<file path="src/sched_pkg.sv">
// Default array sizes, job configuration, register map, Wishbone and
// buffer-control types shared by the tile scheduler
`default_nettype none

package sched_pkg;

  // Default geometry of the processing array
  localparam int unsigned ArrayHeight = 8;
  localparam int unsigned ArrayWidth  = 8;
  localparam int unsigned TotDepth    = 8;
  localparam int unsigned PipeRegs    = 3;

  typedef struct packed {
    logic [15:0] x_cols_iters;
    logic [15:0] x_rows_iters;
    logic [15:0] w_cols_iters;
    logic [15:0] w_rows_iters;
    logic [7:0]  x_height_lo;
    logic [7:0]  x_width_lo;
    logic [7:0]  w_height_lo;
    logic [7:0]  w_width_lo;
  } sched_cfg_t;

  // Word addresses of the configuration registers
  typedef enum logic [3:0] {
    REG_X_ITERS   = 4'd0,
    REG_W_ITERS   = 4'd1,
    REG_LEFTOVERS = 4'd2,
    REG_CTRL      = 4'd3
  } sched_reg_e;

  typedef struct packed {
    logic        cyc;
    logic        stb;
    logic        we;
    logic [3:0]  adr;
    logic [31:0] dat;
  } wb_req_t;

  typedef struct packed {
    logic        ack;
    logic [31:0] dat;
  } wb_rsp_t;

  typedef struct packed {
    logic       load;
    logic       h_shift;
    logic       pad_setup;
    logic       rst_w_index;
    logic [7:0] height;
    logic [7:0] width;
    logic [7:0] slots;
  } x_buf_ctrl_t;

  typedef struct packed {
    logic       load;
    logic       shift;
    logic [7:0] height;
    logic [7:0] width;
  } w_buf_ctrl_t;

endpackage

`default_nettype wire

</file>
<file path="src/sched_cfg_regs.sv">
// Wishbone classic slave with the job configuration and the start and
// clear control strobes
`default_nettype none

module sched_cfg_regs (
  input  logic                  clk_i,
  input  logic                  rst_ni,
  input  sched_pkg::wb_req_t    wb_req_i,
  output sched_pkg::wb_rsp_t    wb_rsp_o,
  output sched_pkg::sched_cfg_t cfg_o,
  output logic                  start_o,
  output logic                  clear_o
);

  sched_pkg::sched_cfg_t cfg_q;
  sched_pkg::sched_reg_e reg_addr;
  logic                  req;
  logic                  ctrl_wr;
  logic                  ack_q;
  logic [1:0]            ctrl_q;
  logic                  start_q;
  logic                  clear_q;
  logic [31:0]           rdata;
  logic [31:0]           rdata_q;

  assign reg_addr = sched_pkg::sched_reg_e'(wb_req_i.adr);

  // No new access is taken in the ack cycle, so every access acks once
  assign req     = wb_req_i.cyc && wb_req_i.stb && !ack_q;
  assign ctrl_wr = req && wb_req_i.we && (reg_addr == sched_pkg::REG_CTRL);

  always_comb begin
    rdata = '0;
    case (reg_addr)
      sched_pkg::REG_X_ITERS: begin
        rdata = {cfg_q.x_rows_iters, cfg_q.x_cols_iters};
      end
      sched_pkg::REG_W_ITERS: begin
        rdata = {cfg_q.w_rows_iters, cfg_q.w_cols_iters};
      end
      sched_pkg::REG_LEFTOVERS: begin
        rdata = {cfg_q.x_width_lo, cfg_q.x_height_lo, cfg_q.w_height_lo, cfg_q.w_width_lo};
      end
      // The control register is write-only and reads as zero
      default: begin
        rdata = '0;
      end
    endcase
  end

  always_ff @(posedge clk_i or negedge rst_ni) begin
    if (!rst_ni) begin
      cfg_q <= '0;
    end else if (req && wb_req_i.we) begin
      case (reg_addr)
        sched_pkg::REG_X_ITERS: begin
          cfg_q.x_rows_iters <= wb_req_i.dat[31:16];
          cfg_q.x_cols_iters <= wb_req_i.dat[15:0];
        end
        sched_pkg::REG_W_ITERS: begin
          cfg_q.w_rows_iters <= wb_req_i.dat[31:16];
          cfg_q.w_cols_iters <= wb_req_i.dat[15:0];
        end
        sched_pkg::REG_LEFTOVERS: begin
          cfg_q.x_width_lo  <= wb_req_i.dat[31:24];
          cfg_q.x_height_lo <= wb_req_i.dat[23:16];
          cfg_q.w_height_lo <= wb_req_i.dat[15:8];
          cfg_q.w_width_lo  <= wb_req_i.dat[7:0];
        end
        default: begin
        end
      endcase
    end
  end

  // Control bits pass one stage behind the ack, so start fires after it
  always_ff @(posedge clk_i or negedge rst_ni) begin
    if (!rst_ni) begin
      ack_q   <= 1'b0;
      ctrl_q  <= 2'b00;
      start_q <= 1'b0;
      clear_q <= 1'b0;
    end else begin
      ack_q   <= req;
      ctrl_q  <= ctrl_wr ? wb_req_i.dat[1:0] : 2'b00;
      start_q <= ctrl_q[0];
      clear_q <= ctrl_q[1];
    end
  end

  always_ff @(posedge clk_i) begin
    if (req) begin
      rdata_q <= rdata;
    end
  end

  assign wb_rsp_o.ack = ack_q;
  assign wb_rsp_o.dat = rdata_q;
  assign cfg_o        = cfg_q;
  assign start_o      = start_q;
  assign clear_o      = clear_q;

endmodule

`default_nettype wire

</file>
<file path="src/x_tile_iter.sv">
// X tile iteration counters, shift counter, reload and refill flags
// and X buffer control
`default_nettype none

module x_tile_iter #(
  parameter int unsigned Height   = sched_pkg::ArrayHeight,
  parameter int unsigned TotDepth = sched_pkg::TotDepth,
  parameter int unsigned Width    = sched_pkg::ArrayWidth
) (
  input  logic                   clk_i,
  input  logic                   rst_ni,
  input  sched_pkg::sched_cfg_t  cfg_i,
  input  logic                   start_i,
  input  logic                   clear_i,
  input  logic                   x_full_i,
  input  logic                   x_empty_i,
  input  logic                   w_step_i,
  input  logic                   preload_done_i,
  output sched_pkg::x_buf_ctrl_t x_ctrl_o,
  output logic                   x_need_full_o,
  output logic                   x_done_o
);

  localparam int unsigned ShiftW = (Height > 1) ? $clog2(Height) : 1;

  logic [15:0]       cols_q;
  logic [15:0]       w_iters_q;
  logic [15:0]       rows_q;
  logic [ShiftW-1:0] shift_q;
  logic              x_done_q;
  logic              reload_q;
  logic              refill_q;
  logic              restart;
  logic              cols_last;
  logic              w_iters_last;
  logic              rows_last;
  logic              shift_last;
  logic              reload_en;
  logic              reload_rst;
  logic              rst_w_index;
  logic [7:0]        x_height;

  // A new job begins the iteration from zero, just like clear
  assign restart = clear_i || start_i;

  assign cols_last    = cols_q == cfg_i.x_cols_iters - 16'd1;
  assign w_iters_last = w_iters_q == cfg_i.w_cols_iters - 16'd1;
  assign rows_last    = rows_q == cfg_i.x_rows_iters - 16'd1;
  assign shift_last   = shift_q == ShiftW'(Height - 1);

  // The empty flag is a single-cycle pulse, one per consumed X column block
  always_ff @(posedge clk_i or negedge rst_ni) begin
    if (!rst_ni) begin
      cols_q    <= '0;
      w_iters_q <= '0;
      rows_q    <= '0;
      x_done_q  <= 1'b0;
    end else if (restart) begin
      cols_q    <= '0;
      w_iters_q <= '0;
      rows_q    <= '0;
      x_done_q  <= 1'b0;
    end else if (x_empty_i && !x_done_q) begin
      cols_q <= cols_last ? '0 : cols_q + 16'd1;
      if (cols_last) begin
        w_iters_q <= w_iters_last ? '0 : w_iters_q + 16'd1;
        if (w_iters_last) begin
          rows_q <= rows_q + 16'd1;
          if (rows_last) begin
            x_done_q <= 1'b1;
          end
        end
      end
    end
  end

  always_ff @(posedge clk_i or negedge rst_ni) begin
    if (!rst_ni) begin
      shift_q <= '0;
    end else if (restart) begin
      shift_q <= '0;
    end else if (w_step_i) begin
      shift_q <= shift_last ? '0 : shift_q + ShiftW'(1);
    end
  end

  // Reload is requested at start and after each empty pulse, and drops once full
  assign reload_en  = start_i || x_empty_i;
  assign reload_rst = x_full_i && !reload_en;

  always_ff @(posedge clk_i or negedge rst_ni) begin
    if (!rst_ni) begin
      reload_q <= 1'b0;
    end else if (clear_i || reload_rst) begin
      reload_q <= 1'b0;
    end else if (reload_en) begin
      reload_q <= 1'b1;
    end
  end

  always_ff @(posedge clk_i or negedge rst_ni) begin
    if (!rst_ni) begin
      refill_q <= 1'b0;
    end else if (restart || rst_w_index) begin
      refill_q <= 1'b0;
    end else if (x_empty_i) begin
      refill_q <= 1'b1;
    end
  end

  assign rst_w_index = w_step_i && shift_last && x_full_i;
  assign x_height    = (cols_last && cfg_i.x_height_lo != 8'd0) ? cfg_i.x_height_lo
                                                                 : 8'(TotDepth);

  assign x_ctrl_o.load        = reload_q && !reload_rst;
  assign x_ctrl_o.h_shift     = w_step_i;
  assign x_ctrl_o.pad_setup   = preload_done_i;
  assign x_ctrl_o.rst_w_index = rst_w_index;
  assign x_ctrl_o.height      = x_height;
  assign x_ctrl_o.slots       = x_height;
  assign x_ctrl_o.width       = (rows_last && cfg_i.x_width_lo != 8'd0) ? cfg_i.x_width_lo
                                                                        : 8'(Width);

  // A full X buffer is needed when the last row of the current block shifts out
  assign x_need_full_o = refill_q && shift_last;
  assign x_done_o      = x_done_q;

endmodule

`default_nettype wire

</file>
<file path="src/w_tile_iter.sv">
// W row, column and matrix iteration counters, done flag and W buffer control
`default_nettype none

module w_tile_iter #(
  parameter int unsigned Height      = sched_pkg::ArrayHeight,
  parameter int unsigned TotDepth    = sched_pkg::TotDepth,
  parameter int unsigned NumPipeRegs = sched_pkg::PipeRegs
) (
  input  logic                   clk_i,
  input  logic                   rst_ni,
  input  sched_pkg::sched_cfg_t  cfg_i,
  input  logic                   clear_i,
  input  logic                   w_step_i,
  input  logic                   wait_step_i,
  output sched_pkg::w_buf_ctrl_t w_ctrl_o,
  output logic                   w_done_o
);

  logic [15:0] rows_q;
  logic [15:0] cols_q;
  logic [15:0] mat_q;
  logic        w_done_q;
  logic        rows_last;
  logic        cols_last;
  logic        mat_last;
  logic        rows_near_end;

  assign rows_last = rows_q == cfg_i.w_rows_iters - 16'd1;
  assign cols_last = cols_q == cfg_i.w_cols_iters - 16'd1;
  assign mat_last  = mat_q == cfg_i.x_rows_iters - 16'd1;

  // Rows wrap into columns and columns into matrix passes, one pass per X row block
  always_ff @(posedge clk_i or negedge rst_ni) begin
    if (!rst_ni) begin
      rows_q   <= '0;
      cols_q   <= '0;
      mat_q    <= '0;
      w_done_q <= 1'b0;
    end else if (clear_i) begin
      rows_q   <= '0;
      cols_q   <= '0;
      mat_q    <= '0;
      w_done_q <= 1'b0;
    end else if (w_step_i && !w_done_q) begin
      rows_q <= rows_last ? '0 : rows_q + 16'd1;
      if (rows_last) begin
        cols_q <= cols_last ? '0 : cols_q + 16'd1;
        if (cols_last) begin
          mat_q <= mat_q + 16'd1;
          if (mat_last) begin
            w_done_q <= 1'b1;
          end
        end
      end
    end
  end

  // The leftover height already applies while the pipeline still drains,
  // so the compare is widened to avoid wrap on short jobs
  assign rows_near_end = ({1'b0, rows_q} + 17'(NumPipeRegs + 1)) >= {1'b0, cfg_i.w_rows_iters};

  assign w_ctrl_o.load   = w_step_i;
  assign w_ctrl_o.shift  = w_step_i || wait_step_i;
  assign w_ctrl_o.height = (rows_near_end && cfg_i.w_height_lo != 8'd0) ? cfg_i.w_height_lo
                                                                        : 8'(Height);
  assign w_ctrl_o.width  = (cols_last && cfg_i.w_width_lo != 8'd0) ? cfg_i.w_width_lo
                                                                   : 8'(TotDepth);

  assign w_done_o = w_done_q;

endmodule

`default_nettype wire

</file>
<file path="src/sched_fsm.sv">
// Scheduler FSM with stall checks, pipeline wait counter and compute flag
`default_nettype none

module sched_fsm #(
  parameter int unsigned NumPipeRegs = sched_pkg::PipeRegs
) (
  input  logic clk_i,
  input  logic rst_ni,
  input  logic start_i,
  input  logic clear_i,
  input  logic x_full_i,
  input  logic w_valid_i,
  input  logic x_need_full_i,
  input  logic w_done_i,
  output logic w_step_o,
  output logic wait_step_o,
  output logic preload_done_o,
  output logic reg_enable_o,
  output logic busy_o,
  output logic done_o
);

  localparam int unsigned WaitW = (NumPipeRegs > 0) ? $clog2(NumPipeRegs + 1) : 1;

  typedef enum logic [1:0] {
    IDLE,
    PRELOAD,
    LOAD_W,
    WAIT
  } state_e;

  state_e           state_q;
  state_e           state_d;
  logic [WaitW-1:0] wait_q;
  logic             wait_last;
  logic             stall;
  logic             preload_done;
  logic             finish;
  logic             computing_q;
  logic             done_q;

  // Stall on a missing W row, or on a pending X block that is not yet loaded
  assign stall = (state_q == LOAD_W) &&
                 ((!w_valid_i && !w_done_i) || (x_need_full_i && !x_full_i));

  assign wait_last    = wait_q == WaitW'(NumPipeRegs);
  assign preload_done = (state_q == PRELOAD) && x_full_i;
  assign finish       = (state_q == WAIT) && wait_last && w_done_i;

  always_comb begin
    state_d = state_q;
    case (state_q)
      IDLE: begin
        if (start_i) begin
          state_d = PRELOAD;
        end
      end
      PRELOAD: begin
        if (x_full_i) begin
          state_d = LOAD_W;
        end
      end
      LOAD_W: begin
        if (!stall) begin
          state_d = WAIT;
        end
      end
      // Let the pipeline advance before the next W row goes in
      WAIT: begin
        if (wait_last) begin
          state_d = w_done_i ? IDLE : LOAD_W;
        end
      end
      default: begin
        state_d = IDLE;
      end
    endcase
  end

  always_ff @(posedge clk_i or negedge rst_ni) begin
    if (!rst_ni) begin
      state_q <= IDLE;
    end else if (clear_i) begin
      state_q <= IDLE;
    end else begin
      state_q <= state_d;
    end
  end

  always_ff @(posedge clk_i or negedge rst_ni) begin
    if (!rst_ni) begin
      wait_q <= '0;
    end else if (clear_i) begin
      wait_q <= '0;
    end else if (state_q == WAIT) begin
      wait_q <= wait_last ? '0 : wait_q + WaitW'(1);
    end
  end

  always_ff @(posedge clk_i or negedge rst_ni) begin
    if (!rst_ni) begin
      computing_q <= 1'b0;
    end else if (clear_i || finish) begin
      computing_q <= 1'b0;
    end else if (preload_done) begin
      computing_q <= 1'b1;
    end
  end

  // Done stays up after the job until the host starts another one or clears
  always_ff @(posedge clk_i or negedge rst_ni) begin
    if (!rst_ni) begin
      done_q <= 1'b0;
    end else if (clear_i || start_i) begin
      done_q <= 1'b0;
    end else if (finish) begin
      done_q <= 1'b1;
    end
  end

  assign w_step_o       = (state_q == LOAD_W) && !stall;
  assign wait_step_o    = state_q == WAIT;
  assign preload_done_o = preload_done;
  assign reg_enable_o   = computing_q && !stall;
  assign busy_o         = state_q != IDLE;
  assign done_o         = done_q;

endmodule

`default_nettype wire

</file>
<file path="src/redmule_sched_top.sv">
// Tile scheduler top level with configuration registers, X and W
// iteration counters and the control FSM
`default_nettype none

module redmule_sched_top #(
  parameter int unsigned Height      = sched_pkg::ArrayHeight,
  parameter int unsigned Width       = sched_pkg::ArrayWidth,
  parameter int unsigned TotDepth    = sched_pkg::TotDepth,
  parameter int unsigned NumPipeRegs = sched_pkg::PipeRegs
) (
  input  logic                   clk_i,
  input  logic                   rst_ni,
  input  sched_pkg::wb_req_t     wb_req_i,
  input  logic                   x_full_i,
  input  logic                   x_empty_i,
  input  logic                   w_valid_i,
  output sched_pkg::wb_rsp_t     wb_rsp_o,
  output sched_pkg::x_buf_ctrl_t x_ctrl_o,
  output sched_pkg::w_buf_ctrl_t w_ctrl_o,
  output logic                   reg_enable_o,
  output logic                   busy_o,
  output logic                   done_o
);

  sched_pkg::sched_cfg_t cfg;
  logic                  start;
  logic                  clear;
  logic                  w_step;
  logic                  wait_step;
  logic                  preload_done;
  logic                  x_need_full;
  logic                  x_done;
  logic                  w_done;

  sched_cfg_regs i_cfg_regs (
    .clk_i    (clk_i),
    .rst_ni   (rst_ni),
    .wb_req_i (wb_req_i),
    .wb_rsp_o (wb_rsp_o),
    .cfg_o    (cfg),
    .start_o  (start),
    .clear_o  (clear)
  );

  x_tile_iter #(
    .Height   (Height),
    .TotDepth (TotDepth),
    .Width    (Width)
  ) i_x_tile_iter (
    .clk_i          (clk_i),
    .rst_ni         (rst_ni),
    .cfg_i          (cfg),
    .start_i        (start),
    .clear_i        (clear),
    .x_full_i       (x_full_i),
    .x_empty_i      (x_empty_i),
    .w_step_i       (w_step),
    .preload_done_i (preload_done),
    .x_ctrl_o       (x_ctrl_o),
    .x_need_full_o  (x_need_full),
    .x_done_o       (x_done)
  );

  // W counters restart with every new job as well as on clear
  w_tile_iter #(
    .Height      (Height),
    .TotDepth    (TotDepth),
    .NumPipeRegs (NumPipeRegs)
  ) i_w_tile_iter (
    .clk_i       (clk_i),
    .rst_ni      (rst_ni),
    .cfg_i       (cfg),
    .clear_i     (clear || start),
    .w_step_i    (w_step),
    .wait_step_i (wait_step),
    .w_ctrl_o    (w_ctrl_o),
    .w_done_o    (w_done)
  );

  // Once all X blocks are consumed no further refill is awaited
  sched_fsm #(
    .NumPipeRegs (NumPipeRegs)
  ) i_sched_fsm (
    .clk_i          (clk_i),
    .rst_ni         (rst_ni),
    .start_i        (start),
    .clear_i        (clear),
    .x_full_i       (x_full_i),
    .w_valid_i      (w_valid_i),
    .x_need_full_i  (x_need_full && !x_done),
    .w_done_i       (w_done),
    .w_step_o       (w_step),
    .wait_step_o    (wait_step),
    .preload_done_o (preload_done),
    .reg_enable_o   (reg_enable_o),
    .busy_o         (busy_o),
    .done_o         (done_o)
  );

endmodule

`default_nettype wire

</file>
<file path="config.mk">
export PLATFORM = sky130hd
export DESIGN_NAME = redmule_sched_top
export DESIGN_NICKNAME = d
export VERILOG_FILES = /design/src/sched_pkg.sv /design/src/sched_cfg_regs.sv /design/src/x_tile_iter.sv /design/src/w_tile_iter.sv /design/src/sched_fsm.sv /design/src/redmule_sched_top.sv
export SDC_FILE = /design/constraint.sdc
export NUM_CORES = 1
export LEC_CHECK = 0
export ABC_AREA = 1
export BUFFER_PORTS_ARGS = -buffer_cell sky130_fd_sc_hd__buf_2
export CAP_MARGIN = 20
export CELL_PAD_IN_SITES_DETAIL_PLACEMENT = 0
export CELL_PAD_IN_SITES_GLOBAL_PLACEMENT = 1
export CORE_UTILIZATION = 45
export CTS_CLUSTER_SIZE = 24
export DETAILED_ROUTE_END_ITERATION = 7
export PLACE_DENSITY = 0.94
export SETUP_SLACK_MARGIN = 0.3
export SLEW_MARGIN = 20
export SYNTH_ARGS = -nofsm -noshare
export SYNTH_HDL_FRONTEND = slang
export SYNTH_HIERARCHICAL = 1
export SYNTH_SLANG_ARGS = --single-unit
</file>
<file path="constraint.sdc">
create_clock -name clk_i -period 3.7 [get_ports clk_i]
set_input_delay 0.74 -clock clk_i [delete_from_list [all_inputs] [get_ports clk_i]]
set_output_delay 0.74 -clock clk_i [all_outputs]
set_load 0.005 [all_outputs]
</file>
Word level (Yosys, flattened, before mapping)
Index checks and enable logic that the tools add are counted.
{ "totals": {"register_bits": 242, "output_inout_bits": 82, "wordCells": 189} }
{ "classes": {"n_addsub": 13, "n_lt_le_gt_ge": 1, "eq_ne": 18, "muxes": 59, "reduce_logical": 70} }
{ "ops": {"columns": ["cell", "n"], "rows": [
  ["2-to-1 mux 16 bit", 22],
  ["adder 16 x 1 -> 16 bit, second input constant", 6],
  ["== test 16 bit", 6],
  ["one-hot mux 32 bit (3 select lines)", 1],
  ["subtractor 16 x 1 -> 16 bit, second input constant", 4],
  ["2-to-1 mux 8 bit", 4],
  ["nonzero test 8 bit", 4],
  ["nonzero test 2 bit", 15],
  ["logical AND 1 bit", 24],
  ["2-to-1 mux 2 bit", 10],
  ["2-to-1 mux 1 bit", 18],
  ["adder 16 x 3 -> 17 bit, second input constant", 1],
  [">= comparator 17 x 16 -> 1 bit", 1],
  ["AND reduction 4 bit", 3],
  ["AND reduction 2 bit", 5],
  ["2-to-1 mux 3 bit", 3],
  ["!= test 3 bit, second input constant", 3],
  ["== test 4 x 2 -> 1 bit, second input constant", 2],
  ["zero test 1 bit", 8],
  ["one-hot mux 2 bit (4 select lines)", 1],
  ["logical OR 1 bit", 7],
  ["== test 2 bit, second input constant", 3],
  ["AND reduction 3 bit", 2],
  ["== test 4 x 1 -> 1 bit, second input constant", 1],
  ["other kinds (7)", 7]
]} }

Logic depth before layout (Yosys ltp)
{ "logic_depth": {"ltp_word": 12, "depth_mapped": 20} }

Cells and area by module
The synthesis kept the hierarchy.
{ "by_module_without_submodules": {"columns": ["mod", "n_inst", "cells_per_inst", "area_per_inst_um2", "seq_area_each_um2"], "rows": [
  ["w_tile_iter", 1, 910, 5743.0, 1226.2],
  ["sched_cfg_regs", 1, 609, 5575.3, 3488.3],
  ["x_tile_iter", 1, 885, 5512.8, 1351.3],
  ["sched_fsm", 1, 51, 389.1, 150.1],
  ["redmule_sched_top", 1, 5, 21.3, 0.0]
]} }

Least setup slack after synthesis
No wires, ideal clock.
{ "synth_path": {"path_type": "register to output", "from": "register i_w_tile_iter.rows_q[4]", "to": "output w_ctrl_o[10] (netlist bit)", "t_arrival_ns": 2.453, "required_ns": 2.960, "slack_ns": 0.507, "stages_incl_launch_ff": 17, "path_buffers": 1, "cell_sequence": "dfrtp_1 -> buf_2 -> nand2_1 -> nor2_1 -> nand2_1 -> nor3_1 -> nand3_1 -> xor2_1 -> inv_1 -> ha_1 -> nand2_1 -> nor2_1 -> nand2_1 -> or3_1 -> nand3_1 -> nand2_1 -> nor2_1"} }
{ "synth_lines": {"columns": ["element", "line_no", "rtl"], "rows": [
  ["start, declared", "w_tile_iter.sv:19", "logic [15:0] rows_q;"],
  ["start signal, assigned", "w_tile_iter.sv:45", "rows_q <= rows_last ? '0 : rows_q + 16'd1;"],
  ["end, declared", "redmule_sched_top.sv:19", "output sched_pkg::w_buf_ctrl_t w_ctrl_o,"]
]} }

==> results.sh <==
export IMPL_grt_pass1_wl_mm=84.3
export IMPL_failed_checks="negative setup slack"
export IMPL_fillerInstances=3627
export IMPL_cap_viol_max_count=0
export IMPL_gr_usage_all_layers_pct=27.4
export IMPL_synth_ff_type="dfrtp_1"
export IMPL_crit_start="i_w_tile_iter/rows_q[3]"
export IMPL_fmax_ghz=0.253
export IMPL_routed_wl_mm=53.3
export IMPL_postCtsHoldBufs=0
export IMPL_netlist_area_sq_um=17200
export IMPL_ctsLongestPathBuffers=3
export IMPL_async_flop_share_pct=86.8
export IMPL_p_switching_mw=3.52
export IMPL_regToRegSetupSlack_ns=0.47
export IMPL_setup_viol=8
export IMPL_die_h_um=198
export IMPL_period_share_pct=107
export IMPL_vdd_drop_max_mv=0.309
export IMPL_min_period_ns=3.95
export IMPL_netlist_instances=2460
export IMPL_p_int_mw=5.88
export IMPL_cp_max_fo=8
export IMPL_cp_arrival_ns=3.21
export IMPL_synth_edf_count=32
export IMPL_hpwl_mm=39.2
export IMPL_seq_area_frac_synth_pct=36.1
export IMPL_hold_violations=0
export IMPL_p_sw_share_pct=37.4
export IMPL_fin_hold_ws_ns=0.117
export IMPL_leakage_nw=10.2
export IMPL_wire_per_inst_um=16.8
export IMPL_critPathKind="reg -> out"
export IMPL_viasPerCell=5.27
export IMPL_drv_slew=0
export IMPL_grt_pass1_vias=15600
export IMPL_clk_latency_ns=0.58
export IMPL_outcome="complete, but fails checks"
export IMPL_synthDistinctLibCells=54
export IMPL_cts_buffers=29
export IMPL_seqCellArea_sq_um=6230
export IMPL_ys_seq_elements=242
export IMPL_ys_warn_count=6
export IMPL_crit_path_end_kind="primary output"
export IMPL_nets=2710
export IMPL_io_buffers=125
export IMPL_clock_skew_ns=0.0135
export IMPL_cp_required_ns=2.96
export IMPL_grtUsageMet1_pct=39.8
export IMPL_sequentialPowerShare_pct=35.3
export IMPL_use_met2_pct=42.8
export IMPL_slew_headroom_pct=37.5
export IMPL_r2r_start="i_x_tile_iter/shift_q[0]"
export IMPL_ant_nets=0
export IMPL_pwr_share_comb_pct=32.8
export IMPL_clk_pin_slew_ns=0.06
export IMPL_area_growth_pct=17.5
export IMPL_core_sq_um=37700
export IMPL_clock_sinks=242
export IMPL_p_clk_share_pct=31.9
export IMPL_rsz0062_at_grt="true"
export IMPL_cts_tree="built"
export IMPL_multi_input_area_sq_um=10000
export IMPL_drc=0
export IMPL_fin_ws_ns=-0.250
export IMPL_clockRootBuffer="clkbuf_16"
export IMPL_syn_num_nets=2537
export IMPL_drive_gt1_share_pct=19.3
export IMPL_final_core_util_pct=53.8
export IMPL_rows=71
export IMPL_diodes=0
export IMPL_worst_slew_pin_slew_ns=0.936
export IMPL_dieArea_sq_um=39100
export IMPL_totalPowerFinal_mw=9.40
export IMPL_p_per_area_nw_per_um2=464
export IMPL_mostFrequentLayoutCells="nand2_1, nor2_1, inv_1"
export IMPL_grt_max_degree=71
export IMPL_mostFrequentLayoutCell="nand2_1"
export IMPL_top_usage_layer="met2"
export IMPL_start_util_pct=45.8
export IMPL_die_width_um=198
export IMPL_antenna_found_initial=0
export IMPL_grt_overflow_total=0
export IMPL_fin_setup_tns_ns=-1.62
export IMPL_use_met3_pct=4.17
export IMPL_postSynthAreaPerCell_sq_um=7.01
export IMPL_hold_class="in -> async"
export IMPL_drt_pass1_iter_count=6
export IMPL_ios=126
export IMPL_vias=16700
export IMPL_drt_iter0_markers=1604
export IMPL_routabilityCongestion=0.921
export IMPL_crit_path_start_kind="flop"
export IMPL_cts_max_level=1
## cell type report
cell class              count  area share, %
multi-input cells        1888           49.5
flip-flops and latches    242           30.8
repair buffers            219           6.91
inverters                 253           4.69
clock buffers              38           3.99
well taps                 511           3.16
clock inverters            16          0.957
## kinds of logic after synthesis
kind of cell,synth area share [%]
AOI/OAI and AO/OA,3.72
adders and majority gates,2.39
DFF,36.1
and+or+nand+nor,40.3
xor gates and xnor gates,8.60
buffers and inverters,8.90
## power by group through the flow
| stage | sequential, mW | clock, mW | combinational [mW] |
|---|---|---|---|
| 6_report | 3.32 | 3.00 | 3.08 |
| 3_3_place_gp | 3.34 | 0 | 2.66 |
| 5_1_grt | 3.35 | 3.14 | 3.47 |
| 3_5_place_dp | 3.35 | 0 | 2.72 |
| 4_1_cts | 3.30 | 3.04 | 2.91 |
| 2_1_floorplan | 3.23 | 0 | 2.00 |
## per-stage QoR
| stage | setup WS [ns] | cell area, sq um | cells |
|---|---|---|---|
| after floorplan | 0.507 | 17200 | 2460 |
| after global placement | 0.0665 | 18300 | 3064 |
| after detailed placement | 0.0532 | 18300 | 3064 |
| after CTS | -0.214 | 19900 | 3142 |
| after global routing | -0.366 | 20300 | 3167 |
| final | -0.250 | 20300 | 3167 |
## worst paths after layout
kind,depth (start not counted),to
max,16,w_ctrl_o[8]
min,1,i_sched_fsm/computing_q
max reg2reg,22,i_w_tile_iter/rows_q[15]
min reg2reg,0,i_cfg_regs/start_o
max in group asynchronous,2,i_w_tile_iter/cols_q[7]
min in group clk_i,0,i_cfg_regs/start_o
## what timing repair did
action                     4_1_cts  5_1_grt
resized for setup              103       63
hold endpoints to repair         0        0
setup endpoints to repair       42       47
buffers inserted                24       25
pin swaps                       43       41
## critical path, stage by stage, from the launching register on
cell	delay (ns)
dfrtp_1	0.36
buf_4	0.16
ha_2	0.22
nand2_4	0.08
nor2_2	0.13
xor2_1	0.18
ha_1	0.28
a21oi_2	0.15
o21ai_1	0.11
a21oi_1	0.13
nor2_1	0.07
a211oi_2	0.23
nand3_4	0.18
buf_6	0.16
nand2_2	0.04
inv_1	0.03
buf_2	0.11
## per-layer routing
metal | up-vias | share of wire, %
li1 | 8062 | -
met1 | 7913 | 46
met2 | 658 | 45
met3 | 71 | 8.0
met4 | 0 | 1.9
met5 | - | 0
## registers in the layout, indices dropped and copies added (netlist names), 2 cells and up
signal / flops
i_cfg_regs/cfg_o: 96
i_x_tile_iter/rows_q: 16
i_cfg_regs/ctrl_q: 2
i_w_tile_iter/cols_q: 16
i_sched_fsm/wait_q: 2
i_x_tile_iter/w_iters_q: 16
i_w_tile_iter/rows_q: 16
i_x_tile_iter/shift_q: 3
i_sched_fsm/state_q: 2
i_w_tile_iter/mat_q: 16
i_cfg_regs/rdata_q: 32
i_x_tile_iter/cols_q: 16
## cells in the mapped netlist (2+ instances only)
cell type | number | share of area (%)
nand2_1 | 891 | 19
nor2_1 | 281 | 6.1
inv_1 | 243 | 5.3
dfrtp_1 | 210 | 30
nand3_1 | 159 | 4.6
xor2_1 | 107 | 5.4
xnor2_1 | 57 | 2.9
nor3_1 | 50 | 1.5
nand4_1 | 43 | 1.6
o21ai_0 | 43 | 1.2
ha_1 | 33 | 2.4
edfxtp_1 | 32 | 5.6
a21oi_1 | 30 | 0.87
nand2_2 | 28 | 1.0
buf_6 | 25 | 1.6
nand3b_1 | 24 | 1.0
nor4_1 | 20 | 0.73
or2_2 | 19 | 0.69
buf_4 | 18 | 0.78
buf_2 | 17 | 0.49
nor2_4 | 16 | 1.0
o21ai_2 | 16 | 0.81
nor2_2 | 15 | 0.54
clkbuf_1 | 13 | 0.28
nand3_2 | 13 | 0.75
inv_2 | 10 | 0.22
nand2_4 | 6 | 0.39
nor3b_1 | 4 | 0.17
o21ai_1 | 4 | 0.12
and2_1 | 3 | 0.11
a21boi_0 | 2 | 0.087
a31oi_1 | 2 | 0.073
clkbuf_2 | 2 | 0.058
nor3_2 | 2 | 0.12
o211ai_1 | 2 | 0.087
o31ai_1 | 2 | 0.087
(Power assumes the default switching activity.)
